File: config.mk
export PLATFORM = sky130hd
export DESIGN_NAME = retire_unit
export DESIGN_NICKNAME = d
export VERILOG_FILES = /design/src/verilog/rob_pkg.sv /design/src/verilog/rob.sv /design/src/verilog/stage_rt.sv /design/src/verilog/regfile.sv /design/src/verilog/retire_unit.sv
export SDC_FILE = /design/constraint.sdc
export NUM_CORES = 2
export LEC_CHECK = 0
export ABC_CLOCK_PERIOD_IN_PS = 30000
export BUFFER_PORTS_ARGS = -buffer_cell sky130_fd_sc_hd__buf_2
export CAP_MARGIN = 20
export CORE_MARGIN = 1
export CORE_UTILIZATION = 25
export CTS_CLUSTER_SIZE = 8
export DETAILED_ROUTE_END_ITERATION = 6
export GPL_TIMING_DRIVEN = 0
export PLACE_DENSITY = 0.46
export SLEW_MARGIN = 10
export SYNTH_ARGS = -nofsm -noshare
export SYNTH_HDL_FRONTEND = slang
export SYNTH_HIERARCHICAL = 1
export SYNTH_SLANG_ARGS = --single-unit
File: constraint.sdc
create_clock -name clock -period 30 [get_ports clock]
set_input_delay 6 -clock clock [delete_from_list [all_inputs] [get_ports clock]]
set_output_delay 6 -clock clock [all_outputs]
set_load 0.02 [all_outputs]
File: src/verilog/rob_pkg.sv
package rob_pkg;

    ////////////////////////////////////////
    // widths
    ////////////////////////////////////////

    localparam int XLEN     = 64;  // data and address width
    localparam int TAG_W    = 8;   // tag field width, low bits index the rob
    localparam int NUM_REGS = 32;  // architectural registers, x0 included

    // architectural register index
    typedef logic [4:0] reg_idx_t;

    ////////////////////////////////////////
    // encodings
    ////////////////////////////////////////

    // what kind of instruction sits in a rob slot
    typedef enum logic [1:0] {
        OP_ALU    = 2'd0,  // plain register write
        OP_STORE  = 2'd1,  // drives store address, no register write
        OP_BRANCH = 2'd2   // may flush younger work when it retires
    } rob_op_e;

    // life of one rob slot
    typedef enum logic [1:0] {
        ENTRY_FREE   = 2'd0,  // slot unused
        ENTRY_ISSUED = 2'd1,  // dispatched, waiting on a result
        ENTRY_DONE   = 2'd2   // result in, may retire once at head
    } entry_state_e;

    ////////////////////////////////////////
    // packets
    ////////////////////////////////////////

    // dispatch side, arrives in program order
    typedef struct packed {
        rob_op_e  op;        // instruction class
        reg_idx_t dest_reg;  // 0 for stores
    } dispatch_packet_t;

    // completion side, any order
    typedef struct packed {
        logic [TAG_W-1:0] tag;         // only low log2(depth) bits matter
        logic [XLEN-1:0]  value;       // result for the register write
        logic [XLEN-1:0]  mem_addr;    // store address, ignored otherwise
        logic             mispredict;  // branch went the wrong way
    } complete_packet_t;

    // head of the rob toward the retire stage
    typedef struct packed {
        logic [XLEN-1:0] value;      // result to commit
        reg_idx_t        dest_reg;   // destination register
        logic [XLEN-1:0] mem_addr;   // store address
        logic            mem_valid;  // set for OP_STORE
    } rob_retire_packet_t;

endpackage

File: src/verilog/rob.sv
`timescale 1ns/100ps

module rob import rob_pkg::*; #(
    parameter int ROB_DEPTH = 8  // power of two, 4 to 64
) (
    input  logic               clock,
    input  logic               rst_n,

    // dispatch, program order
    input  logic               dispatch_valid,
    input  dispatch_packet_t   dispatch_packet,
    output logic [TAG_W-1:0]   dispatch_tag,       // tail index, comb
    output logic               rob_full,           // level, source must hold

    // completion, any order
    input  logic               complete_valid,
    input  complete_packet_t   complete_packet,

    // head toward the retire stage
    output rob_retire_packet_t rob_retire_packet,
    output logic               rob_valid,          // head occupied
    output logic               rob_ready,          // head done
    output logic               branch_mispredict   // one cycle flush pulse
);

    localparam int IDX_W = $clog2(ROB_DEPTH);

    ////////////////////////////////////////
    // pointers and entry storage
    ////////////////////////////////////////

    // one extra msb as wrap bit
    logic [IDX_W:0]   head;
    logic [IDX_W:0]   tail;
    logic [IDX_W-1:0] head_idx;
    logic [IDX_W-1:0] tail_idx;
    logic [IDX_W-1:0] cmp_idx;  // completion slot

    entry_state_e     entry_state [ROB_DEPTH];  // control, reset
    rob_op_e          entry_op    [ROB_DEPTH];  // payload from here on
    reg_idx_t         entry_dest  [ROB_DEPTH];
    logic [XLEN-1:0]  entry_value [ROB_DEPTH];
    logic [XLEN-1:0]  entry_addr  [ROB_DEPTH];
    logic             entry_mis   [ROB_DEPTH];

    logic             rob_empty;
    logic             all_used;     // every slot occupied
    logic             do_dispatch;
    logic             do_complete;
    logic             do_retire;
    logic             flush;        // mispredicted branch leaving now

    assign head_idx = head[IDX_W-1:0];
    assign tail_idx = tail[IDX_W-1:0];
    assign cmp_idx  = complete_packet.tag[IDX_W-1:0];  // upper tag bits unused

    // same index, wrap bits tell full from empty
    assign rob_empty = (head == tail);
    assign all_used  = (head_idx == tail_idx) && (head[IDX_W] != tail[IDX_W]);

    assign rob_full     = all_used || branch_mispredict;  // no dispatch while flushing
    assign dispatch_tag = {{(TAG_W-IDX_W){1'b0}}, tail_idx};

    assign rob_valid = !rob_empty;
    assign rob_ready = (entry_state[head_idx] == ENTRY_DONE);

    ////////////////////////////////////////
    // strobes for this edge
    ////////////////////////////////////////

    assign do_dispatch = dispatch_valid && !rob_full;
    assign do_complete = complete_valid && (entry_state[cmp_idx] == ENTRY_ISSUED);  // free or done ignored
    assign do_retire   = rob_valid && rob_ready;
    assign flush       = do_retire && entry_mis[head_idx];

    // head packet, stores flagged by opcode
    always_comb begin
        rob_retire_packet.value     = entry_value[head_idx];
        rob_retire_packet.dest_reg  = entry_dest[head_idx];
        rob_retire_packet.mem_addr  = entry_addr[head_idx];
        rob_retire_packet.mem_valid = (entry_op[head_idx] == OP_STORE);
    end

    ////////////////////////////////////////
    // control state
    ////////////////////////////////////////

    always_ff @(posedge clock or negedge rst_n) begin
        if (!rst_n) begin
            head              <= '0;
            tail              <= '0;
            branch_mispredict <= 1'b0;
            for (int i = 0; i < ROB_DEPTH; i++) begin
                entry_state[i] <= ENTRY_FREE;
            end
        end else begin
            branch_mispredict <= flush;  // high exactly one cycle
            if (flush) begin
                // wipe everything younger than the branch, incl. a same-edge dispatch
                head <= '0;
                tail <= '0;
                for (int i = 0; i < ROB_DEPTH; i++) begin
                    entry_state[i] <= ENTRY_FREE;
                end
            end else begin
                // the three slots below never collide
                if (do_complete) begin
                    entry_state[cmp_idx] <= ENTRY_DONE;
                end
                if (do_retire) begin
                    entry_state[head_idx] <= ENTRY_FREE;
                    head                  <= head + 1'b1;  // wraps with msb toggle
                end
                if (do_dispatch) begin
                    entry_state[tail_idx] <= ENTRY_ISSUED;
                    tail                  <= tail + 1'b1;
                end
            end
        end
    end

    ////////////////////////////////////////
    // payload
    ////////////////////////////////////////

    always_ff @(posedge clock) begin
        if (do_dispatch) begin
            entry_op[tail_idx]   <= dispatch_packet.op;
            entry_dest[tail_idx] <= dispatch_packet.dest_reg;
        end
        if (do_complete) begin
            entry_value[cmp_idx] <= complete_packet.value;
            entry_addr[cmp_idx]  <= complete_packet.mem_addr;
            entry_mis[cmp_idx]   <= complete_packet.mispredict;  // read only once done
        end
    end

endmodule

File: src/verilog/stage_rt.sv
`timescale 1ns/100ps

module stage_rt import rob_pkg::*; (
    input  logic               clock,
    input  logic               rst_n,

    // from the rob head
    input  rob_retire_packet_t rob_retire_packet,
    input  logic               rob_ready,          // head entry done
    input  logic               rob_valid,          // head entry occupied

    // commit control
    input  logic               branch_mispredict,  // flush pulse from rob

    // register file write
    output logic [XLEN-1:0]    retire_value,
    output reg_idx_t           retire_dest,
    output logic               retire_valid_out,

    // store side
    output logic [XLEN-1:0]    mem_addr,
    output logic               mem_valid
);

    logic take;  // head leaves the rob on this edge

    assign take = rob_ready && rob_valid;

    ////////////////////////////////////////
    // one cycle retire register
    ////////////////////////////////////////

    always_ff @(posedge clock or negedge rst_n) begin
        if (!rst_n) begin
            retire_value     <= '0;
            retire_dest      <= '0;
            retire_valid_out <= 1'b0;
            mem_addr         <= '0;
            mem_valid        <= 1'b0;
        end else if (branch_mispredict) begin
            // flush cycle, drop whatever is shown
            retire_value     <= '0;
            retire_dest      <= '0;
            retire_valid_out <= 1'b0;
            mem_addr         <= '0;
            mem_valid        <= 1'b0;
        end else if (take) begin
            retire_value     <= rob_retire_packet.value;
            retire_dest      <= rob_retire_packet.dest_reg;  // 0 for stores
            retire_valid_out <= 1'b1;
            mem_addr         <= rob_retire_packet.mem_addr;
            mem_valid        <= rob_retire_packet.mem_valid;
        end else begin
            // idle, all outputs back to zero
            retire_value     <= '0;
            retire_dest      <= '0;
            retire_valid_out <= 1'b0;
            mem_addr         <= '0;
            mem_valid        <= 1'b0;
        end
    end

endmodule

File: src/verilog/regfile.sv
`timescale 1ns/100ps

module regfile import rob_pkg::*; (
    input  logic            clock,
    input  logic            rst_n,

    // write port, from retire
    input  logic            write_en,
    input  reg_idx_t        write_idx,
    input  logic [XLEN-1:0] write_data,

    // read port, combinational
    input  reg_idx_t        read_idx,
    output logic [XLEN-1:0] read_data
);

    ////////////////////////////////////////
    // storage, x1 to x31
    ////////////////////////////////////////

    logic [XLEN-1:0] regs [1:NUM_REGS-1];  // no slot for x0
    logic            wr_hit;               // write to a real register

    assign wr_hit = write_en && (write_idx != '0);  // x0 writes dropped

    always_ff @(posedge clock or negedge rst_n) begin
        if (!rst_n) begin
            for (int i = 1; i < NUM_REGS; i++) begin
                regs[i] <= '0;
            end
        end else if (wr_hit) begin
            regs[write_idx] <= write_data;
        end
    end

    ////////////////////////////////////////
    // read
    ////////////////////////////////////////

    // no bypass, a write shows up the cycle after its edge
    always_comb begin
        if (read_idx == '0) begin
            read_data = '0;  // hard-wired zero
        end else begin
            read_data = regs[read_idx];
        end
    end

endmodule

File: src/verilog/retire_unit.sv
`timescale 1ns/100ps

module retire_unit import rob_pkg::*; #(
    parameter int ROB_DEPTH = 8  // passed to the rob
) (
    input  logic             clock,
    input  logic             rst_n,

    // dispatch
    input  logic             dispatch_valid,
    input  dispatch_packet_t dispatch_packet,
    output logic [TAG_W-1:0] dispatch_tag,
    output logic             rob_full,

    // completion
    input  complete_packet_t complete_packet,
    input  logic             complete_valid,

    // flush
    output logic             branch_mispredict,

    // retire, also written into the regfile
    output logic [XLEN-1:0]  retire_value,
    output reg_idx_t         retire_dest,
    output logic             retire_valid_out,
    output logic [XLEN-1:0]  mem_addr,
    output logic             mem_valid,

    // architectural read
    input  reg_idx_t         read_idx,
    output logic [XLEN-1:0]  read_data
);

    ////////////////////////////////////////
    // rob head to retire stage
    ////////////////////////////////////////

    rob_retire_packet_t rob_retire_packet;
    logic               rob_valid;
    logic               rob_ready;

    rob #(
        .ROB_DEPTH (ROB_DEPTH)
    ) u_rob (
        .clock             (clock),
        .rst_n             (rst_n),
        .dispatch_valid    (dispatch_valid),
        .dispatch_packet   (dispatch_packet),
        .dispatch_tag      (dispatch_tag),
        .rob_full          (rob_full),
        .complete_valid    (complete_valid),
        .complete_packet   (complete_packet),
        .rob_retire_packet (rob_retire_packet),
        .rob_valid         (rob_valid),
        .rob_ready         (rob_ready),
        .branch_mispredict (branch_mispredict)
    );

    stage_rt u_stage_rt (
        .clock             (clock),
        .rst_n             (rst_n),
        .rob_retire_packet (rob_retire_packet),
        .rob_ready         (rob_ready),
        .rob_valid         (rob_valid),
        .branch_mispredict (branch_mispredict),
        .retire_value      (retire_value),
        .retire_dest       (retire_dest),
        .retire_valid_out  (retire_valid_out),
        .mem_addr          (mem_addr),
        .mem_valid         (mem_valid)
    );

    // retire outputs double as the write port
    regfile u_regfile (
        .clock      (clock),
        .rst_n      (rst_n),
        .write_en   (retire_valid_out),
        .write_idx  (retire_dest),
        .write_data (retire_value),
        .read_idx   (read_idx),
        .read_data  (read_data)
    );

endmodule

==> results.yml <==
layout:
  nFillCells: 54000
  final_common_cell: "dfrtp_1"
  syn2layout_area_growth_pct: 18.9
  finish.utilization_pct: 29.9
  multi_input_area_mm2: 0.0473
  drive_gt1_share_pct: 37.2
  final_nets: 10100
  seqCellArea_mm2: 0.0863
  final_cell_mix: "2144 x dfrtp_1, 2142 x mux2_2, 1088 x edfxtp_1, 765 x mux2i_1, 677 x buf_2"
detailed_routing:
  drtAntennaViolNets: 0
  wirelength_mm: 543
  avgRoutedWirePerCell_um: 31.2
  first_pass_iters: 6
  via_count: 86500
  drtIter0Drc: 8038
  drc: 0
  routed_via_density: 4.98
job:
  cap_violations: 0
synth:
  synth_top_cell_by_area: "dfrtp_1"
  ys_seq_area_share_pct: 62.9
  synth_area_mm2: 0.137
  synth_cell_types: 66
  synth_edf_count: 1088
  synthCells: 8941
  synth.ff_latch_count: 3232
  yosys_warnings: 6
  synth-main-ff-cell: "dfrtp_1"
  async_flop_share_pct: 66.3
  ys_top_cells_by_area: "dfrtp_1 39%, edfxtp_1 24%, mux2_2 18%, mux2i_1 5.6%, mux4_2 2.2%"
  synth.avg_cell_area_um2: 15.3
  netlist.area_leader.share_pct: 39.1
sta:
  fin_skew_ps: 69.3
  timing.final.crit_share_pct: 55.6
  slew-limit-headroom_pct: 11.6
  tightest_slew_ps: 1320
  drv_slew: 0
  finalSetupTns_ps: 0
  hold_viol: 0
  rsz0062_at_grt: "false"
  setup_viol: 0
  hold_ws_ps: 480
  period_needed_ps: 16680
  fmax_mhz: 60.0
  setup_slack_ps: 13320
die:
  start_util_pct: 25.1
  placementRows: 271
  core-area_mm2: 0.546
  die_w_um: 743
  ios: 362
  dieHeight_um: 743
  die-area_mm2: 0.552
worst_setup_path:
  worstPathRequired_ps: 24000
  r2r_start: "u_rob/head[1]$_DFFE_PN0P_"
  crit_path_frequent_cell: "buf_2"
  critPathBufInv: 6
  timing.rr.end: "u_stage_rt/retire_value[58]$_DFF_PN0_"
  critPathLaunchType: "primary input"
  worstSetupPathType: "primary input to output port"
  slowest_stage: "clkbuf_1"
  reg2reg_slack_ps: 25740
  cpPeakStageDelay_ps: 880
  worstPathCellList: "buf_2 -> buf_2 -> buf_2 -> clkbuf_1 -> clkbuf_1 -> a211oi_1 -> nor4_2 -> buf_2"
  cp_max_fo: 10
  cp-end-kind: "output port"
  r2r_cells: 8
  path_delay_family: "buffers and inverters"
  crit_arrival_ps: 10680
worst_hold_path:
  hold_path_class: "register to register"
  min_from: "u_regfile/regs[836]$_DFFE_PN0P_"
  whs_endpoint: "u_regfile/regs[836]$_DFFE_PN0P_"
  whs_path_depth: 1
clock_network:
  clock_sinks: 3232
  cts_tree: "yes"
  clk_path_buf_depth: 4
  clkLatencyLatePin_ps: 1010
  ctsResizeCount: 0
  cts_root_buf: "clkbuf_16"
  htreeDepth: 5
  cts_hold_buf: 0
  cts_buffers: 444
  clk_pin_slew_ps: 50
  post_cts_buffers: 0
global_routing:
  grt_antenna_before_repair: 169
  grt_max_degree: 158
  grt_pass1_vias: 88600
  grt_pass1_wl_mm: 740
  gr-usage-all-layers_pct: 19.1
  grt.overflow.total: 0
power_and_ir_drop:
  power.density_mw_per_mm2: 71.0
  peakVddDrop_uv: 55.0
  power_leakage_nw: 71.0
placement:
  gp_congestion: 0.853
  port_buffers: 348
  post-place-ws_ps: 13150
  place_hpwl_mm: 403
run_status:
  status: "complete, no violations"
[metrics by stage]
step           std cells  total power [mW]  instance area [um2]
3_5_place_dp       16700              7.04               151000
6_report           17400              11.6               163000
4_1_cts            17300              11.7               163000
5_1_grt            17300              12.0               163000
3_3_place_gp       16500              7.00               148000
2_1_floorplan       8945              5.80               137000
[state kept, by name, summed over array words and instances, names as in the netlist, 8 cells and up]
register,flops
u_rob/entry_op,16
u_stage_rt/mem_addr,64
u_rob/entry_mis,8
u_rob/entry_addr,512
u_stage_rt/retire_value,64
u_regfile/regs,1984
u_rob/entry_state,16
u_rob/entry_value,512
u_rob/entry_dest,40
[worst max path at each step]
stage                         start                               to  slack (ps)  cells past startpoint
2_1_floorplan  complete_packet[130]   u_rob/entry_state[5]$_DFF_PN0_        9250                      4
3_3_place_gp                  rst_n  u_regfile/regs[100]$_DFFE_PN0P_      -24460                      1
3_5_place_dp            read_idx[0]                     read_data[7]       13150                      8
4_1_cts                 read_idx[0]                     read_data[7]       13150                      8
5_1_grt                 read_idx[0]                    read_data[55]       13350                      8
6_report                read_idx[0]                    read_data[55]       13320                      8
[Yosys cell counts, drive strengths merged (134+ instances only)]
cell / number
dfrtp: 2144
a21oi: 226
mux4: 138
clkbuf: 446
mux2i: 765
nor3: 139
edfxtp: 1088
mux2: 2155
a22oi: 231
and4b: 134
buf: 388
o22ai: 259
[power by group]
group / internal, mW / total [mW] / switching [mW]
sequential: 4.69 / 4.86 / 0.171
clock: 2.70 / 4.59 / 1.89
combinational: 0.549 / 2.13 / 1.58
total: 7.94 / 11.6 / 3.65
[cells by family after synthesis]
| logic type | synth area share, % |
|---|---|
| flops | 62.9 |
| compound gates | 5.59 |
| xor+xnor | 0.0447 |
| buf+inv | 2.76 |
| mux | 25.5 |
| other cells | 0.00273 |
| simple gates | 3.11 |
| fa+ha+maj | 0.0182 |
[routing by layer]
| layer | global-route usage [%] | vias up | part of all wire [%] |
|---|---|---|---|
| met4 | 6.00 | 110 | 3.5 |
| met3 | 4.93 | 890 | 8.1 |
| met1 | 25.6 | 46200 | 43 |
| li1 | - | 35900 | - |
| met5 | 0 | - | 0.12 |
| met2 | 30.3 | 3386 | 45 |
[worst reg2reg max path, cell delays in order, from the launching register on]
cell,delay (ps)
dfrtp_1,440
buf_6,190
buf_2,290
buf_2,560
buf_2,600
clkbuf_1,800
a211oi_1,100
o21ai_0,790
and4b_1,370
[final cells by class]
class / count / share of cell area [%]
Sequential cell: 3232 / 52.9
Multi-Input combinational cell: 4870 / 29.0
Clock buffer: 567 / 7.21
Tap cell: 7234 / 5.55
Timing Repair Buffer: 573 / 2.67
Buffer: 834 / 2.32
Clock inverter: 19 / 0.218
Antenna cell: 43 / 0.0660
Inverter: 9 / 0.0207
No activity file was read; power rests on OpenSTA's default activity.
